## config.mk

```make
export PLATFORM = sky130hd
export DESIGN_NAME = issue_read_operands
export DESIGN_NICKNAME = d
export VERILOG_FILES = /design/src/hw/issue_pkg.sv /design/src/hw/issue_read_operands.sv /design/src/hw/issue_register.sv /design/src/hw/operand_select.sv /design/src/hw/operand_hazard_check.sv /design/src/hw/int_regfile.sv
export VERILOG_INCLUDE_DIRS = /design/src /design/src/hw
export SDC_FILE = /design/constraint.sdc
export NUM_CORES = 2
export LEC_CHECK = 0
export BUFFER_PORTS_ARGS = -buffer_cell sky130_fd_sc_hd__buf_4
export CELL_PAD_IN_SITES_DETAIL_PLACEMENT = 0
export CELL_PAD_IN_SITES_GLOBAL_PLACEMENT = 1
export CORE_UTILIZATION = 35
export CTS_BUF_LIST = sky130_fd_sc_hd__clkbuf_8
export DETAILED_ROUTE_END_ITERATION = 12
export PLACE_DENSITY_LB_ADDON = 0.2
export SLEW_MARGIN = 20
export SYNTH_ARGS = -nofsm -noshare
export SYNTH_HDL_FRONTEND = slang
export SYNTH_SLANG_ARGS = --single-unit
```

## constraint.sdc

```tcl
create_clock -name clk_i -period 3 [get_ports clk_i]
set_input_delay 0.3 -clock clk_i [delete_from_list [all_inputs] [get_ports clk_i]]
set_output_delay 0.3 -clock clk_i [all_outputs]
set_load 0.01 [all_outputs]
```

## src/hw/issue_config.svh

```systemverilog
/*
  Width and port-count constants for the integer issue and operand-read stage.
  Include this in any file that sizes registers, tags or commit ports.
*/
`ifndef ISSUE_CONFIG_SVH
`define ISSUE_CONFIG_SVH

// integer data path width
`define XLEN 32
// architectural register address and count
`define REG_ADDR_BITS 5
`define NR_REGS 32
// scoreboard tag width
`define TRANS_ID_BITS 3
// write ports coming from the commit stage
`define NR_COMMIT_PORTS 2

`endif
```

## src/hw/issue_pkg.sv

```systemverilog
/*
  Shared types of the issue stage: unit and operation enums, the scoreboard
  entry, forwarding answer, commit port, unit ready/valid groups and the
  clobber list. Used by every RTL module of the stage and by the testbench.
*/
`default_nettype none
`include "issue_config.svh"

package issue_pkg;

    // functional unit that executes an entry
    typedef enum logic [2:0] {
        NONE,
        ALU,
        CTRL_FLOW,
        LOAD,
        STORE,
        MULT,
        CSR
    } fu_t;

    // operation inside the unit
    typedef enum logic [4:0] {
        ADD,
        SUB,
        AND_OP,
        OR_OP,
        XOR_OP,
        SLL,
        BEQ,
        BNE,
        JALR,
        LW,
        SW,
        MUL,
        CSR_RW,
        SFENCE_VMA
    } fu_op_t;

    // ----------------------------------------
    // scoreboard side
    // ----------------------------------------
    // result carries the immediate while the entry waits for issue
    typedef struct packed {
        logic [`XLEN-1:0]          pc;
        logic [`TRANS_ID_BITS-1:0] trans_id;
        fu_t                       fu;
        fu_op_t                    op;
        logic [`REG_ADDR_BITS-1:0] rs1;
        logic [`REG_ADDR_BITS-1:0] rs2;
        logic [`REG_ADDR_BITS-1:0] rd;
        logic [`XLEN-1:0]          result;
        logic                      use_imm;
        logic                      use_pc;
        logic                      use_zimm;
        logic                      ex_valid;
    } issue_entry_t;

    // in-flight values returned for rs1_o / rs2_o
    typedef struct packed {
        logic [`XLEN-1:0] rs1_data;
        logic             rs1_valid;
        logic [`XLEN-1:0] rs2_data;
        logic             rs2_valid;
    } fwd_t;

    // one register file write from commit
    typedef struct packed {
        logic                      we;
        logic [`REG_ADDR_BITS-1:0] waddr;
        logic [`XLEN-1:0]          wdata;
    } commit_port_t;

    // pending writer unit per integer register, NONE when free
    typedef fu_t [`NR_REGS-1:0] clobber_t;

    // ----------------------------------------
    // execute side
    // ----------------------------------------
    // flu is the fixed-latency unit (alu, branch, mult, csr)
    typedef struct packed {
        logic flu;
        logic lsu;
    } unit_ready_t;

    typedef struct packed {
        fu_t                       fu;
        fu_op_t                    op;
        logic [`XLEN-1:0]          operand_a;
        logic [`XLEN-1:0]          operand_b;
        logic [`XLEN-1:0]          imm;
        logic [`TRANS_ID_BITS-1:0] trans_id;
    } fu_data_t;

    typedef struct packed {
        logic alu;
        logic branch;
        logic lsu;
        logic mult;
        logic csr;
    } unit_valid_t;

endpackage

`default_nettype wire

```

## src/hw/issue_read_operands.sv

```systemverilog
/*
  Integer issue and operand-read stage. Takes one scoreboard entry per
  cycle, acks it once its sources and unit are available, reads the
  register file or forwarded data, and presents the operands with one unit
  valid to the execute units in the next cycle.
*/
`timescale 1ns/1ps
`default_nettype none
`include "issue_config.svh"

module issue_read_operands
    import issue_pkg::*;
(
    input  wire logic                              clk_i,
    input  wire logic                              rst_ni,
    input  wire logic                              flush_i,
    // scoreboard entry handshake
    input  issue_entry_t                           issue_entry_i,
    input  wire logic                              issue_valid_i,
    output logic                                   issue_ack_o,
    // forwarding lookup, answered in the same cycle
    output logic      [`REG_ADDR_BITS-1:0]         rs1_o,
    output logic      [`REG_ADDR_BITS-1:0]         rs2_o,
    input  fwd_t                                   fwd_i,
    input  clobber_t                               clobber_i,
    // commit writes
    input  commit_port_t [`NR_COMMIT_PORTS-1:0]    commit_i,
    // execute units
    input  unit_ready_t                            unit_ready_i,
    output fu_data_t                               fu_data_o,
    output unit_valid_t                            unit_valid_o
);

    logic [`XLEN-1:0] rdata_a;
    logic [`XLEN-1:0] rdata_b;
    logic [`XLEN-1:0] operand_a;
    logic [`XLEN-1:0] operand_b;
    logic [`XLEN-1:0] imm;
    logic             fwd_rs1;
    logic             fwd_rs2;
    logic             mult_pending;

    // scoreboard lookup addresses
    assign rs1_o = issue_entry_i.rs1;
    assign rs2_o = issue_entry_i.rs2;

    int_regfile #(
        .NR_WRITE_PORTS (`NR_COMMIT_PORTS)
    ) u_int_regfile (
        .clk_i     (clk_i),
        .rst_ni    (rst_ni),
        .raddr_a_i (issue_entry_i.rs1),
        .raddr_b_i (issue_entry_i.rs2),
        .rdata_a_o (rdata_a),
        .rdata_b_o (rdata_b),
        .commit_i  (commit_i)
    );

    // issue decision
    operand_hazard_check u_operand_hazard_check (
        .issue_entry_i  (issue_entry_i),
        .issue_valid_i  (issue_valid_i),
        .fwd_i          (fwd_i),
        .clobber_i      (clobber_i),
        .commit_i       (commit_i),
        .unit_ready_i   (unit_ready_i),
        .mult_pending_i (mult_pending),
        .fwd_rs1_o      (fwd_rs1),
        .fwd_rs2_o      (fwd_rs2),
        .issue_ack_o    (issue_ack_o)
    );

    // operand build
    operand_select u_operand_select (
        .issue_entry_i (issue_entry_i),
        .rdata_a_i     (rdata_a),
        .rdata_b_i     (rdata_b),
        .fwd_i         (fwd_i),
        .fwd_rs1_i     (fwd_rs1),
        .fwd_rs2_i     (fwd_rs2),
        .operand_a_o   (operand_a),
        .operand_b_o   (operand_b),
        .imm_o         (imm)
    );

    // ID/EX register
    issue_register u_issue_register (
        .clk_i          (clk_i),
        .rst_ni         (rst_ni),
        .flush_i        (flush_i),
        .issue_entry_i  (issue_entry_i),
        .issue_valid_i  (issue_valid_i),
        .issue_ack_i    (issue_ack_o),
        .operand_a_i    (operand_a),
        .operand_b_i    (operand_b),
        .imm_i          (imm),
        .fu_data_o      (fu_data_o),
        .unit_valid_o   (unit_valid_o),
        .mult_pending_o (mult_pending)
    );

endmodule

`default_nettype wire

```

## src/hw/issue_register.sv

```systemverilog
/*
  ID/EX register of the issue stage. Samples operands and entry fields
  every clock and raises the valid of the target unit one cycle after an
  accepted entry without exception. Flush drops all valids. The registered
  multiply valid is fed back to the hazard check.
*/
`timescale 1ns/1ps
`default_nettype none
`include "issue_config.svh"

module issue_register
    import issue_pkg::*;
(
    input  wire logic             clk_i,
    input  wire logic             rst_ni,
    input  wire logic             flush_i,
    input  issue_entry_t          issue_entry_i,
    input  wire logic             issue_valid_i,
    input  wire logic             issue_ack_i,
    input  wire logic [`XLEN-1:0] operand_a_i,
    input  wire logic [`XLEN-1:0] operand_b_i,
    input  wire logic [`XLEN-1:0] imm_i,
    output fu_data_t              fu_data_o,
    output unit_valid_t           unit_valid_o,
    output logic                  mult_pending_o
);

    logic accept;

    // exception entries are acked but never reach a unit
    assign accept = issue_valid_i && issue_ack_i && !issue_entry_i.ex_valid;

    // ----------------------------------------
    // payload
    // ----------------------------------------
    // sampled every cycle, only meaningful together with a valid
    always_ff @(posedge clk_i or negedge rst_ni) begin
        if (!rst_ni) begin
            fu_data_o <= '{fu: NONE, op: ADD, default: '0};
        end else begin
            fu_data_o.fu        <= issue_entry_i.fu;
            fu_data_o.op        <= issue_entry_i.op;
            fu_data_o.operand_a <= operand_a_i;
            fu_data_o.operand_b <= operand_b_i;
            fu_data_o.imm       <= imm_i;
            fu_data_o.trans_id  <= issue_entry_i.trans_id;
        end
    end

    // ----------------------------------------
    // unit valids
    // ----------------------------------------
    always_ff @(posedge clk_i or negedge rst_ni) begin
        if (!rst_ni) begin
            unit_valid_o <= '0;
        end else begin
            // single-cycle pulses
            unit_valid_o <= '0;
            if (accept && !flush_i) begin
                unique case (issue_entry_i.fu)
                    ALU:         unit_valid_o.alu    <= 1'b1;
                    CTRL_FLOW:   unit_valid_o.branch <= 1'b1;
                    LOAD, STORE: unit_valid_o.lsu    <= 1'b1;
                    MULT:        unit_valid_o.mult   <= 1'b1;
                    CSR:         unit_valid_o.csr    <= 1'b1;
                    default:     unit_valid_o        <= '0;
                endcase
            end
        end
    end

    assign mult_pending_o = unit_valid_o.mult;

    // one entry per cycle, so at most one unit starts
    valid_onehot: assert property (@(posedge clk_i) disable iff (!rst_ni)
        $onehot0(unit_valid_o));

    // branch unit resolves from both operands right away
    branch_operands_known: assert property (@(posedge clk_i) disable iff (!rst_ni)
        unit_valid_o.branch |-> !$isunknown({fu_data_o.operand_a, fu_data_o.operand_b}));

endmodule

`default_nettype wire

```

## src/hw/operand_select.sv

```systemverilog
/*
  Operand multiplexer of the issue stage. Builds operand A and B from the
  register file, forwarded scoreboard data, the PC, the zimm field or the
  immediate, following the flags of the entry. Combinational.
*/
`timescale 1ns/1ps
`default_nettype none
`include "issue_config.svh"

module operand_select
    import issue_pkg::*;
(
    input  issue_entry_t          issue_entry_i,
    // register file read data
    input  wire logic [`XLEN-1:0] rdata_a_i,
    input  wire logic [`XLEN-1:0] rdata_b_i,
    // in-flight values and the hazard check's choice
    input  fwd_t                  fwd_i,
    input  wire logic             fwd_rs1_i,
    input  wire logic             fwd_rs2_i,
    output logic      [`XLEN-1:0] operand_a_o,
    output logic      [`XLEN-1:0] operand_b_o,
    output logic      [`XLEN-1:0] imm_o
);

    // immediate always travels, stores and branches need it next to two regs
    assign imm_o = issue_entry_i.result;

    always_comb begin : operand_mux
        // register file by default, forwarded value if still in flight
        operand_a_o = fwd_rs1_i ? fwd_i.rs1_data : rdata_a_i;
        operand_b_o = fwd_rs2_i ? fwd_i.rs2_data : rdata_b_i;

        // auipc / jal style, full pc
        if (issue_entry_i.use_pc) begin
            operand_a_o = issue_entry_i.pc;
        end
        // csr immediate forms, zero extended rs1 field
        if (issue_entry_i.use_zimm) begin
            operand_a_o = {{(`XLEN-`REG_ADDR_BITS){1'b0}}, issue_entry_i.rs1};
        end
        // store and ctrl flow keep rs2 in operand b
        if (issue_entry_i.use_imm
            && (issue_entry_i.fu != STORE)
            && (issue_entry_i.fu != CTRL_FLOW)) begin
            operand_b_o = issue_entry_i.result;
        end
    end

endmodule

`default_nettype wire

```

## src/hw/operand_hazard_check.sv

```systemverilog
/*
  Issue decision for the entry at the head of the scoreboard. Looks up the
  clobber list for RAW and WAW hazards, picks which sources are forwarded,
  checks the needed unit is ready and the multiply ordering rule, and
  produces issue_ack in the same cycle. Purely combinational.
*/
`timescale 1ns/1ps
`default_nettype none
`include "issue_config.svh"

module operand_hazard_check
    import issue_pkg::*;
(
    input  issue_entry_t                           issue_entry_i,
    input  wire logic                              issue_valid_i,
    input  fwd_t                                   fwd_i,
    input  clobber_t                               clobber_i,
    input  commit_port_t [`NR_COMMIT_PORTS-1:0]    commit_i,
    input  unit_ready_t                            unit_ready_i,
    // a multiply went out last cycle
    input  wire logic                              mult_pending_i,
    output logic                                   fwd_rs1_o,
    output logic                                   fwd_rs2_o,
    output logic                                   issue_ack_o
);

    // pending writers of the entry's registers
    fu_t  rs1_writer;
    fu_t  rs2_writer;
    fu_t  rd_writer;
    logic stall;
    logic fu_busy;
    logic rd_free;

    assign rs1_writer = clobber_i[issue_entry_i.rs1];
    assign rs2_writer = clobber_i[issue_entry_i.rs2];
    assign rd_writer  = clobber_i[issue_entry_i.rd];

    // ----------------------------------------
    // unit busy
    // ----------------------------------------
    always_comb begin : unit_busy
        unique case (issue_entry_i.fu)
            NONE:                      fu_busy = 1'b0;
            ALU, CTRL_FLOW, CSR, MULT: fu_busy = !unit_ready_i.flu;
            LOAD, STORE:               fu_busy = !unit_ready_i.lsu;
            default:                   fu_busy = 1'b0;
        endcase
    end

    // ----------------------------------------
    // RAW check and forwarding
    // ----------------------------------------
    // csr results in flight are not forwardable, only sfence may take them
    always_comb begin : operands_available
        fwd_rs1_o = 1'b0;
        fwd_rs2_o = 1'b0;
        stall     = 1'b0;
        // zimm puts an immediate in the rs1 field, nothing to wait on
        if (!issue_entry_i.use_zimm && (rs1_writer != NONE)) begin
            if (fwd_i.rs1_valid && ((rs1_writer != CSR) || (issue_entry_i.op == SFENCE_VMA))) begin
                fwd_rs1_o = 1'b1;
            end else begin
                stall = 1'b1;
            end
        end
        if (rs2_writer != NONE) begin
            if (fwd_i.rs2_valid && ((rs2_writer != CSR) || (issue_entry_i.op == SFENCE_VMA))) begin
                fwd_rs2_o = 1'b1;
            end else begin
                stall = 1'b1;
            end
        end
    end

    // ----------------------------------------
    // WAW check
    // ----------------------------------------
    // rd is free when nobody writes it or commit retires that write now
    always_comb begin : waw_check
        rd_free = (rd_writer == NONE);
        for (int unsigned p = 0; p < `NR_COMMIT_PORTS; p++) begin
            if (commit_i[p].we && (commit_i[p].waddr == issue_entry_i.rd)) begin
                rd_free = 1'b1;
            end
        end
    end

    always_comb begin : issue_ack
        issue_ack_o = 1'b0;
        if (issue_valid_i) begin
            if (!stall && !fu_busy && rd_free) begin
                issue_ack_o = 1'b1;
            end
            // exceptions and unit-less entries just pass through
            if (issue_entry_i.ex_valid || (issue_entry_i.fu == NONE)) begin
                issue_ack_o = 1'b1;
            end
        end
        // the fixed-latency result bus is shared, only a multiply may follow a multiply
        if (mult_pending_i && (issue_entry_i.fu != MULT)) begin
            issue_ack_o = 1'b0;
        end
    end

    // scoreboard only pops on a handshake with a valid entry
    always_comb begin : ack_check
        ack_needs_valid: assert final (!issue_ack_o || issue_valid_i);
    end

endmodule

`default_nettype wire

```

## src/hw/int_regfile.sv

```systemverilog
/*
  Integer register file: 32 entries, two combinational read ports and a
  configurable number of commit write ports. Writes land at the clock edge
  and are readable in the next cycle. x0 is never written and reads zero.
*/
`timescale 1ns/1ps
`default_nettype none
`include "issue_config.svh"

module int_regfile
    import issue_pkg::*;
#(
    parameter int unsigned NR_WRITE_PORTS = `NR_COMMIT_PORTS
) (
    input  wire logic                                clk_i,
    input  wire logic                                rst_ni,
    // read ports, addressed by rs1 / rs2
    input  wire logic [`REG_ADDR_BITS-1:0]           raddr_a_i,
    input  wire logic [`REG_ADDR_BITS-1:0]           raddr_b_i,
    output logic      [`XLEN-1:0]                    rdata_a_o,
    output logic      [`XLEN-1:0]                    rdata_b_o,
    // write ports from commit
    input  commit_port_t [NR_WRITE_PORTS-1:0]        commit_i
);

    // register storage
    logic [`XLEN-1:0] mem_q [`NR_REGS];

    // ----------------------------------------
    // write side
    // ----------------------------------------
    // ports are walked in ascending order so the highest port wins
    // on an address collision
    always_ff @(posedge clk_i or negedge rst_ni) begin
        if (!rst_ni) begin
            for (int unsigned r = 0; r < `NR_REGS; r++) begin
                mem_q[r] <= '0;
            end
        end else begin
            for (int unsigned p = 0; p < NR_WRITE_PORTS; p++) begin
                // x0 is hardwired, drop any write to it
                if (commit_i[p].we && (commit_i[p].waddr != '0)) begin
                    mem_q[commit_i[p].waddr] <= commit_i[p].wdata;
                end
            end
        end
    end

    // ----------------------------------------
    // read side
    // ----------------------------------------
    // no write-through, a commit in this cycle shows up next cycle
    // x0 forced to zero on the read path as well
    assign rdata_a_o = (raddr_a_i == '0) ? '0 : mem_q[raddr_a_i];
    assign rdata_b_o = (raddr_b_i == '0) ? '0 : mem_q[raddr_b_i];

endmodule

`default_nettype wire

```

# After elaboration in Yosys (flattened, before gate mapping)
# Cells that the tools add are included.
[totals]
ff_bits = 1136
latchBits = 0
mem_bits_rw = 0
rom_bits = 0
input_bits = 338
out_inout_bits = 123
memories = 0
[op_classes]
n_addsub = 0
n_mul = 0
div = 0
n_lt_le_gt_ge = 9
eq_ne = 14
shift = 0
muxes = 48
bitwise_logic = 4
n_reduce_logical = 37
[op_table]
columns = ["op", "count"]
rows = [
  ["$bwmux W1024", 2],
  ["$mux W1024", 2],
  ["$mux W32", 13],
  ["$bmux W32 S5", 2],
  ["$demux W32 S5", 2],
  ["$bmux W3 S5", 3],
  ["$ge A6 B6 Y1 const B", 4],
  ["$not A5 Y6", 4],
  ["$mux W1", 19],
  ["$lt A5 B6 Y1 const B", 3],
  ["$logic_and A1 B1 Y1", 17],
  ["$lt A6 B1 Y1 const B", 2],
  ["$ne A3 B3 Y1 const B", 4],
  ["$eq A5 B5 Y1", 2],
  ["$logic_not A5 Y1", 2],
  ["$reduce_bool A5 Y1", 2],
  ["$eq A3 B3 Y1 const B", 3],
  ["$mux W3", 3],
  ["$logic_not A1 Y1", 7],
  ["$eq A3 B2 Y1 const B", 2],
  ["$logic_not A3 Y1", 2],
  ["$reduce_bool A3 Y1", 2],
  ["$eq A5 B4 Y1 const B", 1],
  ["$mux W5", 1],
  ["6 further kinds", 8],
]

# Logic depth before layout (Yosys ltp)
[depth]
word_depth = 20
depth_mapped = 12
depth_no_buf = 8

# Cells and area by module
# From an unflattened synthesis, not the netlist that was laid out.
[hier_totals]
cells_unflattened = 6758
area_unflattened_um2 = 71381.0
[modules_own_cells]
columns = ["module", "n_inst", "cells_per_inst", "area_each_um2", "seq_area_each_um2"]
rows = [
  ["int_regfile", 1, 6136, 63890.0, 25624.6],
  ["issue_register", 1, 124, 2887.8, 2802.7],
  ["operand_hazard_check", 1, 270, 2458.6, 0.0],
  ["operand_select", 1, 218, 2069.5, 0.0],
  ["issue_read_operands", 1, 10, 75.1, 0.0],
]

# Worst setup path after synthesis
# Ideal clock, no wire load.
[synth_timing]
path_type = "input-to-reg"
from = "input issue_entry_i[41] (netlist bit)"
to = "register, netlist name u_issue_register.fu_data_o[52]"
setup_ps = 126
t_arrival_ps = 2862
slack_ps = 12
path_stages = 10
n_path_buf = 6
cell_sequence = "buf_2 > buf_4 > buf_6 > buf_2 > buf_2 > buf_2 > mux4_2 > a221oi_1 > o21ai_0 > a221o_1"
[synth_between]
elab_chain_len = 9
[synth_rtl]
columns = ["element", "line", "text"]
rows = [
  ["from (decl)", "issue_read_operands.sv:18", "input issue_entry_t issue_entry_i,"],
  ["$bmux W3 S5", "operand_hazard_check.sv:36", "assign rs2_writer = clobber_i[issue_entry_i.rs2];"],
  ["$mux W3 (not written as such)", "operand_hazard_check.sv:36", ""],
  ["$ne A3 B3 Y1", "operand_hazard_check.sv:68", "if (fwd_i.rs2_valid && ((rs2_writer != CSR) || (issue_entry_i.op == SFENCE_VMA))) begin"],
  ["$logic_or A1 B1 Y1", "operand_hazard_check.sv:68", ""],
  ["$logic_and A1 B1 Y1", "operand_hazard_check.sv:68", ""],
  ["$mux W1", "operand_hazard_check.sv:68", ""],
  ["$mux W1", "operand_hazard_check.sv:67", "if (rs2_writer != NONE) begin"],
  ["$mux W32 *", "operand_select.sv:32", "operand_b_o = fwd_rs2_i ? fwd_i.rs2_data : rdata_b_i;"],
  ["$mux W32 *", "operand_select.sv:43", "if (issue_entry_i.use_imm"],
  ["net operand_b[17]", "issue_read_operands.sv:37", "logic [`XLEN-1:0] operand_b;"],
]
# The timed path passes the listed nets; every way through them passes the cells marked *. The select of a mux whose other input is x is not followed.

# Worst setup path after layout
[layout_timing]
from = "input issue_entry_i[46] (netlist bit)"
to = "output issue_ack_o"
[layout_between]
elab_chain_len = 16
[layout_rtl]
columns = ["element", "line", "text"]
rows = [
  ["$bmux W3 S5 *", "operand_hazard_check.sv:35", "assign rs1_writer = clobber_i[issue_entry_i.rs1];"],
  ["$mux W3 (not written as such) *", "operand_hazard_check.sv:35", ""],
  ["$ne A3 B3 Y1", "operand_hazard_check.sv:61", "if (fwd_i.rs1_valid && ((rs1_writer != CSR) || (issue_entry_i.op == SFENCE_VMA))) begin"],
  ["$logic_or A1 B1 Y1", "operand_hazard_check.sv:61", ""],
  ["$logic_and A1 B1 Y1", "operand_hazard_check.sv:61", ""],
  ["$mux W1", "operand_hazard_check.sv:61", ""],
  ["$mux W1 *", "operand_hazard_check.sv:60", "if (!issue_entry_i.use_zimm && (rs1_writer != NONE)) begin"],
  ["$mux W1", "operand_hazard_check.sv:68", ""],
  ["$mux W1 *", "operand_hazard_check.sv:67", ""],
  ["$logic_not A1 Y1 *", "operand_hazard_check.sv:92", "if (!stall && !fu_busy && rd_free) begin"],
  ["$logic_and A1 B1 Y1 * (2 in series)", "operand_hazard_check.sv:92", ""],
  ["$mux W1 *", "operand_hazard_check.sv:92", ""],
  ["$mux W1 *", "operand_hazard_check.sv:96", "if (issue_entry_i.ex_valid || (issue_entry_i.fu == NONE)) begin"],
  ["$mux W1 *", "operand_hazard_check.sv:91", "if (issue_valid_i) begin"],
  ["$mux W1 *", "operand_hazard_check.sv:101", "if (mult_pending_i && (issue_entry_i.fu != MULT)) begin"],
  ["to (decl)", "issue_read_operands.sv:20", "output logic issue_ack_o,"],
]
# Mark *: on every way between the ends. The rest lies on a longest branch, timed or not. The select of a mux whose other input is x is not followed.

==> out/metrics.csv <==
metric;value;unit
r2r-end;u_issue_register.fu_data_o[97];
postRouteAntennaNets;0;
cp-start-kind;input pin;
vias;59100;
worstSetupPathType;input pin to primary output;
pre_cts_ws;-0.456;ns
drc;0;
post-route-min-period;2.95;ns
busiest_layer;met2;
hpwl;211000;um
cp-endpoint;issue_ack_o;
vias_per_cell;6.02;
grt_pass1_vias;57900;
insertion_delay;1.05;ns
grt_pass1_wl;463000;um
final-hold-violation-count;0;
fin_total_pwr;53.5;mW
die-height;447;um
globalplace.congestion;0.922;
wl;334000;um
core_area;197000;um^2
syn_inst;6366;
syn_avg_cell_area;10.9;um^2
path_delay_family;simple AND/OR/NAND/NOR gates;
fin_skew;0.105;ns
ios;461;
peakVddDrop;0.000454;V
numCtsBuffers;208;
critPathCaptureType;primary output;
antenna_found_initial;36;
power_leakage;37.3;nW
syn_nets;6708;
r2r.worst_path.cells;5;
final_nets;7354;
yosysSeqAreaShare;41.0;%
critical_path.max_stage_delay;0.36;ns
first_iter_violations;6581;
ys.flop_type;dfrtp_1;
use_met3;7.57;%
worst-path-stages;12;
syn_to_final_growth;24.4;%
use_met2;51.9;%
hp-class;input pin to async pin;
io_buffers;460;
cts_buffer_depth;3;
dpl_cell_area;78100;um^2
crit_arrival;2.65;ns
syn_area;69400;um^2
grt_max_degree;103;
slew_headroom;23.5;%
globalRoute.totalOverflow;0;
cp.required;2.70;ns
finalInstanceArea;86300;um^2
setup_viol;0;
max_cap_viol_count;0;
first_pass_iters;6;
cp_slowest_cell;a211o_1;
worstReg2RegStart;u_int_regfile.mem_q[30];
ys_ff_latch;1136;
die-area;200000;um^2
htreeDepth;4;
finalNonFillerCells;9826;
crit_chain;buf_8, buf_12, and2_1, a22oi_1, nand3_1, and4_1, and3_1, a211o_1, o211ai_1, buf_4, nand2_1, buf_4;
met1_usage;42.3;%
startpoint;issue_entry_i[46];
grt_use_total;32.9;%
drive_gt1_share;26.3;%
cp.buffers_inverters;4;
most-common-layout-cells;dfrtp_1 (1136), mux2i_1 (1076), buf_4 (724), a21oi_1 (715), nor2_1 (706);
fmax;0.338;GHz
num_rows;163;
clockRootBuffer;clkbuf_8;
start_util;35.2;%
worstMarginPinSlew;1.15;ns
rsz0062_at_grt;true;
yosys_warnings;0;
critPathMaxFanout;14;
dp.cells;9091;
fillerInstances;18600;
setup_ws;0.0453;ns
synth-async-reset-ratio;100;%
run_status;completed;
tritoncts;built;
ys_types;62;
power_density;620;nW/um^2
synth-edff-count;0;
die_w;447;um
final_common_cell;dfrtp_1;
rrSetupSlack;0.10;ns
cpMostUsedCell;buf_4;
period_share;98.5;%
clk_pin_slew;0.06;ns
wire_per_inst;34.0;um
drv_slew;0;
clock_sinks;1136;
[through the flow]
step / utilization [%] / setup TNS [ns] / hold slack [ns]
after floorplan: - / 0 / 0.00441
after global placement: 39.6 / -1.37 / 0.285
after detailed placement: 39.6 / -0.997 / 0.278
after CTS: 43.7 / 0 / 0.00765
after global routing: 43.7 / -0.0332 / 0.0783
final: 43.7 / 0 / 0.0738
[flip-flops by register name (all words and copies together) (netlist names)]
name / flops
u_issue_register.unit_valid_o: 4
u_int_regfile.mem_q: 1024
u_issue_register.fu_data_o: 107
u_issue_register.mult_pending_o: 1
[where the power goes]
| part | total (mW) | internal (mW) | switching [mW] |
|---|---|---|---|
| logic | 14.9 | 8.11 | 6.80 |
| clock network | 16.4 | 8.91 | 7.54 |
| registers | 22.2 | 19.1 | 3.06 |
| total | 53.5 | 36.1 | 17.4 |
[worst register-to-register path: stages (launching register included)]
cell and delay, ns:
dfrtp_1 0.40, mux4_2 0.49, mux4_2 0.52, mux2_2 0.43, a221o_1 0.38, dlygate4sd3_1 0.55
[worst min-delay path by stage]
stage                                endpoint  slack [ns]  cells past startpoint
5_1_grt              u_int_regfile.mem_q[386]        0.08                      5
3_5_place_dp   u_issue_register.fu_data_o[54]        0.28                      1
6_report             u_int_regfile.mem_q[207]        0.07                      3
2_1_floorplan          u_int_regfile.mem_q[0]       0.004                      0
3_3_place_gp   u_issue_register.fu_data_o[51]        0.28                      1
4_1_cts              u_int_regfile.mem_q[386]       0.008                      5
[metal layers]
layer / part of all wire (%) / vias up
met5: 0.057 / -
met4: 5.5 / 28
met3: 9.0 / 767
met2: 46 / 3252
met1: 39 / 30100
li1: - / 24900
[timing repair]
action / in CTS / in global routing
buffers inserted: 2 / 0
hold endpoints to repair: 2124 / 0
pin swaps: 1 / 1
setup endpoints to repair: 1 / 4
resized for setup: 4 / 9
hold buffers: 349 / 0
[synth_stat cells (16+ instances only)]
master | n | area, um^2
clkbuf_1 | 613 | 2300
a221o_1 | 50 | 500
o21ai_0 | 342 | 1710
a22oi_1 | 27 | 203
buf_2 | 55 | 275
buf_4 | 20 | 150
o22ai_1 | 37 | 231
a21oi_1 | 718 | 3590
dfrtp_1 | 1136 | 28400
a221oi_1 | 43 | 377
nor2_1 | 729 | 2740
a32oi_1 | 95 | 832
mux2_2 | 62 | 698
mux4_2 | 553 | 12500
nor2b_1 | 16 | 100
a31oi_1 | 20 | 125
buf_1 | 77 | 289
and2_1 | 54 | 338
nand2_1 | 397 | 1490
mux2i_1 | 1076 | 10800
nor4_1 | 19 | 119
a211oi_1 | 29 | 218
nor3_1 | 31 | 155
nand2b_1 | 26 | 163
inv_1 | 16 | 60.1
o221ai_1 | 24 | 210
[area by class of cell]
class / instances / area [um^2] / share of cell area, %
Sequential cell: 1136 / 28400 / 32.9
Timing Repair Buffer: 1207 / 11600 / 13.4
Inverter: 16 / 60.1 / 0.0696
Clock buffer: 282 / 3880 / 4.50
Antenna cell: 12 / 30.0 / 0.0348
Clock inverter: 90 / 646 / 0.748
Multi-Input combinational cell: 4443 / 38300 / 44.4
Tap cell: 2640 / 3300 / 3.83
[logic make-up (layout without fill, tap and decap cells)]
family	after synthesis	in the layout	synth area share, %
AO/OA/AOI/OAI	1423	1423	12.0
XOR/XNOR	10	10	0.126
buffers and inverters	787	1595	4.53
flip-flops	1136	1136	41.0
AND/OR/NAND/NOR	1314	1314	7.76
multiplexers	1692	1692	34.5
adder cells (fa/ha/maj)	4	4	0.0721
other	0	12	0
(Power assumes the default switching activity.)
